## src/hw/core_pkg.sv

```systemverilog
// core shared definitions
package core_pkg;

	// data path and register index widths
	localparam int xlen       = 32;
	localparam int reg_addr_w = 5;

	localparam logic [xlen-1:0] reset_pc = '0;

	// major opcodes of the kept instructions
	localparam logic [6:0] op_imm    = 7'b001_0011;
	localparam logic [6:0] op_lui    = 7'b011_0111;
	localparam logic [6:0] op_auipc  = 7'b001_0111;
	localparam logic [6:0] op_jal    = 7'b110_1111;
	localparam logic [6:0] op_jalr   = 7'b110_0111;
	localparam logic [6:0] op_store  = 7'b010_0011;
	localparam logic [6:0] op_system = 7'b111_0011;

	// funct3 values that qualify addi, jalr and sw
	localparam logic [2:0] f3_addi = 3'b000;
	localparam logic [2:0] f3_jalr = 3'b000;
	localparam logic [2:0] f3_sw   = 3'b010;

	// ebreak has only one legal encoding
	localparam logic [xlen-1:0] ebreak_word = 32'h0010_0073;

	// what an instruction writes back to rd
	typedef enum logic [1:0] {
		wb_none = 2'd0,
		wb_sum  = 2'd1,
		wb_link = 2'd2
	} wb_sel_t;

endpackage
```

## src/hw/decode_if.sv

```systemverilog
// decoder to executor link
`timescale 1ns/100ps

interface decode_if (
	input logic clk
);
	import core_pkg::*;

	logic [xlen-1:0]       pc;
	logic [xlen-1:0]       src1;
	logic [xlen-1:0]       src2;
	logic [reg_addr_w-1:0] rd;
	wb_sel_t               wb_sel;
	logic                  is_jump;
	logic                  is_jalr;
	logic                  is_store;
	// raw rs2 value, only meaningful for sw
	logic [xlen-1:0]       store_data;

	modport decoder (
		output pc, src1, src2, rd, wb_sel, is_jump, is_jalr, is_store, store_data
	);

	// clk is only used by checks on the executor side
	modport executor (
		input clk, pc, src1, src2, rd, wb_sel, is_jump, is_jalr, is_store, store_data
	);

endinterface

```

## src/hw/core_top.sv

```systemverilog
// rv32i subset core
`timescale 1ns/100ps

module core_top (
	input  logic                     clk,
	input  logic                     rst_n,
	output logic [core_pkg::xlen-1:0] imem_addr,
	input  logic [core_pkg::xlen-1:0] imem_rdata,
	output logic                     exec,
	output logic                     mem_we,
	output logic [core_pkg::xlen-1:0] mem_addr,
	output logic [core_pkg::xlen-1:0] mem_wdata,
	output logic                     halted
);
	import core_pkg::*;

	logic [xlen-1:0]       next_pc;
	logic                  is_ebreak;
	logic                  wen;
	logic [reg_addr_w-1:0] waddr;
	logic [xlen-1:0]       wdata;

	decode_if u_dec_if (.clk(clk));

	// the pc doubles as the fetch address
	ifu u_ifu (
		.clk      (clk),
		.rst_n    (rst_n),
		.next_pc  (next_pc),
		.halt_req (is_ebreak),
		.pc       (imem_addr),
		.exec     (exec),
		.halted   (halted)
	);

	idu u_idu (
		.clk       (clk),
		.rst_n     (rst_n),
		.inst      (imem_rdata),
		.pc_in     (imem_addr),
		.exec      (exec),
		.wen       (wen),
		.waddr     (waddr),
		.wdata     (wdata),
		.dec       (u_dec_if.decoder),
		.is_ebreak (is_ebreak)
	);

	exu u_exu (
		.dec       (u_dec_if.executor),
		.next_pc   (next_pc),
		.wen       (wen),
		.waddr     (waddr),
		.wdata     (wdata),
		.mem_we    (mem_we),
		.mem_addr  (mem_addr),
		.mem_wdata (mem_wdata)
	);

endmodule

```

## src/hw/exu.sv

```systemverilog
// execute unit
`timescale 1ns/100ps

module exu (
	decode_if.executor                     dec,
	output logic [core_pkg::xlen-1:0]       next_pc,
	output logic                           wen,
	output logic [core_pkg::reg_addr_w-1:0] waddr,
	output logic [core_pkg::xlen-1:0]       wdata,
	output logic                           mem_we,
	output logic [core_pkg::xlen-1:0]       mem_addr,
	output logic [core_pkg::xlen-1:0]       mem_wdata
);
	import core_pkg::*;

	logic [xlen-1:0] sum;
	logic [xlen-1:0] pc_plus4;
	logic [xlen-1:0] jump_target;

	// single adder serves every kept instruction
	assign sum      = dec.src1 + dec.src2;
	assign pc_plus4 = dec.pc + xlen'(4);

	// jalr drops bit 0 of its target
	assign jump_target = dec.is_jalr ? {sum[xlen-1:1], 1'b0} : sum;
	assign next_pc     = dec.is_jump ? jump_target : pc_plus4;

	// writes to x0 never leave the executor
	assign wen   = (dec.wb_sel != wb_none) && (dec.rd != '0);
	assign waddr = dec.rd;
	assign wdata = (dec.wb_sel == wb_link) ? pc_plus4 : sum;

	// sw address comes from rs1 plus the S immediate
	assign mem_we    = dec.is_store;
	assign mem_addr  = sum;
	assign mem_wdata = dec.store_data;

	// the decoder must never flag a store that also writes a register
	a_store_no_wb: assert property (
		@(posedge dec.clk)
		!(dec.is_store && dec.wb_sel != wb_none)
	);

endmodule

```

## src/hw/idu.sv

```systemverilog
// instruction decoder
`timescale 1ns/100ps

module idu (
	input  logic                           clk,
	input  logic                           rst_n,
	input  logic [core_pkg::xlen-1:0]       inst,
	input  logic [core_pkg::xlen-1:0]       pc_in,
	input  logic                           exec,
	input  logic                           wen,
	input  logic [core_pkg::reg_addr_w-1:0] waddr,
	input  logic [core_pkg::xlen-1:0]       wdata,
	decode_if.decoder                      dec,
	output logic                           is_ebreak
);
	import core_pkg::*;

	logic [6:0]            opcode;
	logic [2:0]            funct3;
	logic [reg_addr_w-1:0] rs1;
	logic [reg_addr_w-1:0] rs2;
	logic [xlen-1:0]       imm_i;
	logic [xlen-1:0]       imm_u;
	logic [xlen-1:0]       imm_j;
	logic [xlen-1:0]       imm_s;
	logic [xlen-1:0]       imm;
	logic [xlen-1:0]       rs1_val;
	logic [xlen-1:0]       rs2_val;
	logic                  inst_addi;
	logic                  inst_lui;
	logic                  inst_auipc;
	logic                  inst_jal;
	logic                  inst_jalr;
	logic                  inst_sw;
	logic                  src1_from_pc;
	logic                  src2_from_imm;

	assign opcode = inst[6:0];
	assign funct3 = inst[14:12];
	assign rs1    = inst[19:15];
	assign rs2    = inst[24:20];

	// every flag is qualified by exec so the fetch cycle decodes as nothing
	assign inst_addi  = exec && opcode == op_imm && funct3 == f3_addi;
	assign inst_lui   = exec && opcode == op_lui;
	assign inst_auipc = exec && opcode == op_auipc;
	assign inst_jal   = exec && opcode == op_jal;
	assign inst_jalr  = exec && opcode == op_jalr && funct3 == f3_jalr;
	assign inst_sw    = exec && opcode == op_store && funct3 == f3_sw;
	assign is_ebreak  = exec && opcode == op_system && inst[31:7] == ebreak_word[31:7];

	// immediate formats
	assign imm_i = {{20{inst[31]}}, inst[31:20]};
	assign imm_u = {inst[31:12], 12'b0};
	assign imm_j = {{12{inst[31]}}, inst[19:12], inst[20], inst[30:21], 1'b0};
	assign imm_s = {{20{inst[31]}}, inst[31:25], inst[11:7]};

	assign imm = ({xlen{inst_addi | inst_jalr}}  & imm_i) |
	             ({xlen{inst_lui | inst_auipc}}  & imm_u) |
	             ({xlen{inst_jal}}               & imm_j) |
	             ({xlen{inst_sw}}                & imm_s);

	regfile u_regfile (
		.clk    (clk),
		.rst_n  (rst_n),
		.raddr1 (rs1),
		.raddr2 (rs2),
		.waddr  (waddr),
		.wdata  (wdata),
		.wen    (wen),
		.rdata1 (rs1_val),
		.rdata2 (rs2_val)
	);

	// operand selection, lui adds its immediate to zero
	assign src1_from_pc  = inst_jal || inst_auipc;
	assign src2_from_imm = inst_addi || inst_lui || inst_auipc ||
	                       inst_jal || inst_jalr || inst_sw;

	assign dec.src1 = src1_from_pc ? pc_in :
	                  inst_lui     ? '0    : rs1_val;
	assign dec.src2 = src2_from_imm ? imm : rs2_val;

	assign dec.pc         = pc_in;
	assign dec.rd         = inst[11:7];
	assign dec.is_jump    = inst_jal || inst_jalr;
	assign dec.is_jalr    = inst_jalr;
	assign dec.is_store   = inst_sw;
	assign dec.store_data = rs2_val;

	always_comb begin
		if (inst_addi || inst_lui || inst_auipc)
			dec.wb_sel = wb_sum;
		else if (inst_jal || inst_jalr)
			dec.wb_sel = wb_link;
		else
			dec.wb_sel = wb_none;
	end

endmodule

```

## src/hw/regfile.sv

```systemverilog
// integer register file
`timescale 1ns/100ps

module regfile (
	input  logic                           clk,
	input  logic                           rst_n,
	input  logic [core_pkg::reg_addr_w-1:0] raddr1,
	input  logic [core_pkg::reg_addr_w-1:0] raddr2,
	input  logic [core_pkg::reg_addr_w-1:0] waddr,
	input  logic [core_pkg::xlen-1:0]       wdata,
	input  logic                           wen,
	output logic [core_pkg::xlen-1:0]       rdata1,
	output logic [core_pkg::xlen-1:0]       rdata2
);
	import core_pkg::*;

	// x1..x31, x0 has no storage
	logic [xlen-1:0] regs [1:31];

	always_ff @(posedge clk or negedge rst_n) begin
		if (!rst_n) begin
			for (int i = 1; i < 32; i++)
				regs[i] <= '0;
		end else if (wen && waddr != '0) begin
			regs[waddr] <= wdata;
		end
	end

	// asynchronous read ports
	assign rdata1 = (raddr1 == '0) ? '0 : regs[raddr1];
	assign rdata2 = (raddr2 == '0) ? '0 : regs[raddr2];

	// a write aimed at x0 must leave it reading zero on both ports
	a_x0_zero: assert property (
		@(posedge clk) disable iff (!rst_n)
		(wen && waddr == '0) |=>
			((raddr1 != '0 || rdata1 == '0) && (raddr2 != '0 || rdata2 == '0))
	);

endmodule

```

## src/hw/ifu.sv

```systemverilog
// fetch unit
`timescale 1ns/100ps

module ifu (
	input  logic                     clk,
	input  logic                     rst_n,
	input  logic [core_pkg::xlen-1:0] next_pc,
	input  logic                     halt_req,
	output logic [core_pkg::xlen-1:0] pc,
	output logic                     exec,
	output logic                     halted
);
	import core_pkg::*;

	// low in fetch, high in execute
	logic exec_phase;

	always_ff @(posedge clk or negedge rst_n) begin
		if (!rst_n) begin
			pc         <= reset_pc;
			exec_phase <= 1'b0;
			halted     <= 1'b0;
		end else if (!halted) begin
			if (!exec_phase) begin
				exec_phase <= 1'b1;
			end else begin
				exec_phase <= 1'b0;
				// ebreak freezes the pc where it is
				if (halt_req)
					halted <= 1'b1;
				else
					pc <= next_pc;
			end
		end
	end

	// phase never reaches execute once halted
	assign exec = exec_phase;

	a_pc_aligned: assert property (
		@(posedge clk) disable iff (!rst_n)
		pc[1:0] == 2'b00
	);

endmodule

```

## config.mk

```make
export PLATFORM = sky130hd
export DESIGN_NAME = core_top
export DESIGN_NICKNAME = d
export VERILOG_FILES = /design/src/hw/core_pkg.sv /design/src/hw/decode_if.sv /design/src/hw/core_top.sv /design/src/hw/exu.sv /design/src/hw/idu.sv /design/src/hw/regfile.sv /design/src/hw/ifu.sv
export SDC_FILE = /design/constraint.sdc
export NUM_CORES = 2
export LEC_CHECK = 0
export BUFFER_PORTS_ARGS = -buffer_cell sky130_fd_sc_hd__buf_4
export CAP_MARGIN = 10
export CORE_MARGIN = 1.5
export CORE_UTILIZATION = 60
export DETAILED_ROUTE_END_ITERATION = 7
export PLACE_DENSITY = 0.83
export SLEW_MARGIN = 0
export SYNTH_ARGS = -nofsm -noshare
export SYNTH_HDL_FRONTEND = slang
export SYNTH_SLANG_ARGS = --single-unit
```

## constraint.sdc

```tcl
create_clock -name clk -period 10.7 [get_ports clk]
set_input_delay 0.535 -clock clk [delete_from_list [all_inputs] [get_ports clk]]
set_output_delay 0.535 -clock clk [all_outputs]
set_load 0.02 [all_outputs]
```

==> metrics <==
Final Hold Vio Count 0; clk slew on worst S/H paths 0.06 ns; ys async rst share 100.0%; Slew headroom 11.98%; area of the core 91940 um2; number of I/O port buffers 132; sequential fraction of the synthesis area 45.97%; power share of the combinational group 7.3%; status complete, but fails checks; Detailed Place HPWL 101.0 mm; Filler cells 6227; nets@finish 4998; synth unique cells 74; vias in the first global route 45180; GRT Util Overall 39.60%; switching share of power 24.73%; GR Overflow Total 0; worst setup path class input pin to primary output; CP most frequent cell buf_4; Clock Power Share 45.4%; Clock Tree Root clkbuf_16; failing checks design-rule violations; Fmax achieved 140.1 MHz; Clk Latency, worst-skew pair 0.70 ns; Tmin final 7.136 ns; Clock Sinks 1026; Cell Int Power 6312 uW; Reg power frac 47.3%; pwr dens 137.3 nW/um2; first-pass GRT wire length 278.3 mm; Pre-antenna DRT Iters 8; synthesized flop and latch total 1026; share of layout cells above drive strength 1 22.26%; CP Data Arrival Time 6.60 ns; buffer depth of the longest clock path 3; Die Height 308.1 um; Post-Syn Area per Cell 10.93 um2; CP peak stage delay 0.75 ns; TritonCTS clock tree yes; Slew Limit Fails 0; Critical Path Fanout Max 97; Routed WL 186.3 mm; die area 94910 um2; DRT iter0 DRCs 8122; hold wc startpoint imem_rdata[14]; post-route insts no fill 6258; max-cap violation count 0; Inst Count DP 6065; synthesized instance count 5107; Final Skew 0.02974 ns; syn nets 5174; crit path max-delay cell type buf_4; H-Tree Depth 3; startpoint types input pin; gpl congestion 0.9687; Worst EP required 10.17 ns; Yosys warning count 0; CTS resizes 0; final setup vio count 0; synthesized area 55840 um2; cell chain of the critical path buf_8 > buf_4 > nor2b_4 > buf_4 > nand2_1 > o21ai_0 > mux4_2 > mux2_2 > nand2_1 > nand3_1 > ha_1 > a21o_1 > a21o_1 > a221o_1 > a211oi_1 > a21oi_1 > mux2i_1 > nor3b_2 > buf_4; R2R depth 21; post-route cell area 61080 um2; IR drop worst, VDD 136.7 uV; Synth top area share 45.97%; TNS Setup 0 ns; EDFF count, synth 0; antenna violations before repair 10; pre-CTS setup slack 3.350 ns; reg-to-reg startpoint u_ifu.exec$_DFFE_PN0N_; Area after DPL 57480 um2; via count 45960; chip width 308.1 um; worst min path class input pin to flip-flop; P_sw 2074 uW; Worst R2R End u_idu.u_regfile.regs[820]$_DFFE_PN0P_; CP Launch Point imem_rdata[21]; Slew @ Worst Pin 1.320 ns; top_reg_cell synth dfrtp_1; Hold EP u_ifu.pc[0]$_DFFE_PN0P_; area leader, netlist dfrtp_1; drt wl/cell 29.76 um; total CTS buffers 101; period utilisation layout 66.69%; Core Rows 111; # IOs 133; CP endpoint kind primary output; hold path depth 5; largest net degree at the start of global routing 191; Initial Utilization 60.74%; PnR worst setup slack 3.564 ns; DRC viols 24; vias per cell 7.345; reg2reg setup slack 4.31 ns; Detail Route Antenna Nets 0; Synth-to-Final Area Change 9.379%; Leak 0.02600 uW; RSZ-0062 raised after global routing false; synth top area cells dfrtp_1 (46%), mux4_2 (23%), o21ai_0 (9.6%)
==> flip-flops by register name, indices dropped and copies added (netlist names) <==
register and cells:
u_idu.u_regfile.regs 992, u_ifu.exec 1, u_ifu.halted 1, u_ifu.pc 32
==> area by class of cell <==
cell class	count	area (um2)	area share [%]
Antenna cell	2	5.005	0.008194
Clock buffer	136	2892	4.734
Clock inverter	49	624.3	1.022
Inverter	25	96.34	0.1577
Multi-Input combinational cell	3562	28450	46.58
Sequential cell	1026	25670	42.03
Tap cell	1243	1555	2.546
Timing Repair Buffer	215	1783	2.919
==> how the worst max path moves through the flow <==
stage | end | slack [ns] | cells past startpoint
after floorplan | u_idu.u_regfile.regs[125]$_DFFE_PN0P_ | 4.83 | 19
after global placement | u_idu.u_regfile.regs[157]$_DFFE_PN0P_ | 3.49 | 16
after detailed placement | u_idu.u_regfile.regs[509]$_DFFE_PN0P_ | 3.35 | 16
after CTS | mem_addr[30] | 3.74 | 16
after global routing | mem_addr[28] | 3.39 | 16
final | mem_addr[28] | 3.56 | 19
==> critical path: cells and delay by family <==
| kind | cells | cell delay (ns) |
|---|---|---|
| buffers and inverters | 4 | 2.26 |
| AO/OA/AOI/OAI | 6 | 1.44 |
| adder cells (fa/ha/maj) | 1 | 0.32 |
| multiplexers | 3 | 0.73 |
| AND/OR/NAND/NOR | 5 | 1.24 |
==> metal layers <==
metal / track usage, % / share of wire [%] / vias up
met5: 0 / 0.055 / -
met2: 56.83 / 43 / 4168
li1: - / - / 18220
met4: 26.15 / 7.9 / 16
met1: 50.57 / 32 / 22500
met3: 14.81 / 16 / 1062
==> cells in the final DEF, fill, tap and decap left out, types with 7 or more instances in the layout <==
cell	count
o21ai_2	37
a221o_1	20
buf_12	7
o21ai_1	10
mux2i_1	74
bufinv_16	13
nand4_1	11
o21ai_0	1061
and3_1	11
inv_1	23
nor4_1	10
a22oi_1	7
nand2_1	1160
clkinv_2	28
nand2_4	18
dfrtp_1	1026
buf_8	10
clkbuf_16	103
mux2_2	70
xnor2_1	31
nand2_2	12
a211oi_1	8
xor2_1	19
buf_4	196
o22ai_1	7
a22o_1	39
and4_1	8
ha_1	32
a21oi_2	13
nor2b_1	12
mux4_2	562
clkbuf_1	14
a21o_1	19
nor3_1	23
nor2_1	83
nand3_1	43
a21oi_1	61
clkbuf_8	19
==> power by group through the flow <==
stage,clock network (uW),logic [uW],registers (uW)
2_1_floorplan,0,330,4030
6_report,3810,610,3970
4_1_cts,3790,596,3960
5_1_grt,3960,641,3970
3_3_place_gp,0,586,4030
3_5_place_dp,0,593,4040
==> cells by family after synthesis <==
group	count (synthesis)	share of synthesized area [%]
DFF	1026	45.97
and+or+nand+nor	1441	10.43
muxes	708	25.44
AOI/OAI and AO/OA	1329	12.98
buffers and inverters	519	3.612
adders and majority gates	33	0.7528
xor gates and xnor gates	51	0.8133
==> metrics by stage <==
step           power, uW  hold WS (ns)  utilization [%]
2_1_floorplan       4361        0.2394                -
3_3_place_gp        4617        0.4721            62.51
3_5_place_dp        4628        0.4849            62.51
4_1_cts             8351        0.3012            66.35
5_1_grt             8564        0.4103            66.43
6_report            8386        0.3235            66.44
==> synthesized netlist by cell type, drive strengths merged (7+ instances only) <==
master and instances:
nand2 1190, o21ai 1109, dfrtp 1026, mux4 562, clkbuf 407, buf 87, nor2 85, mux2i 76
a21oi 74, mux2 70, nand3 44, a22o 39, ha 32, xnor2 32, inv 25, nor3 23
a221o 20, a21o 19, xor2 19, nor2b 14, and3 11, nand4 11, nor4 11, a211oi 8
and4 8, a22oi 7, o22ai 7
==> repair_timing <==
item | 4_1_cts | 5_1_grt
endpoints found under the hold margin | 102 | 0
setup buffers | 0 | 0
hold buffers | 1 | 0
(Power assumes the default switching activity.)
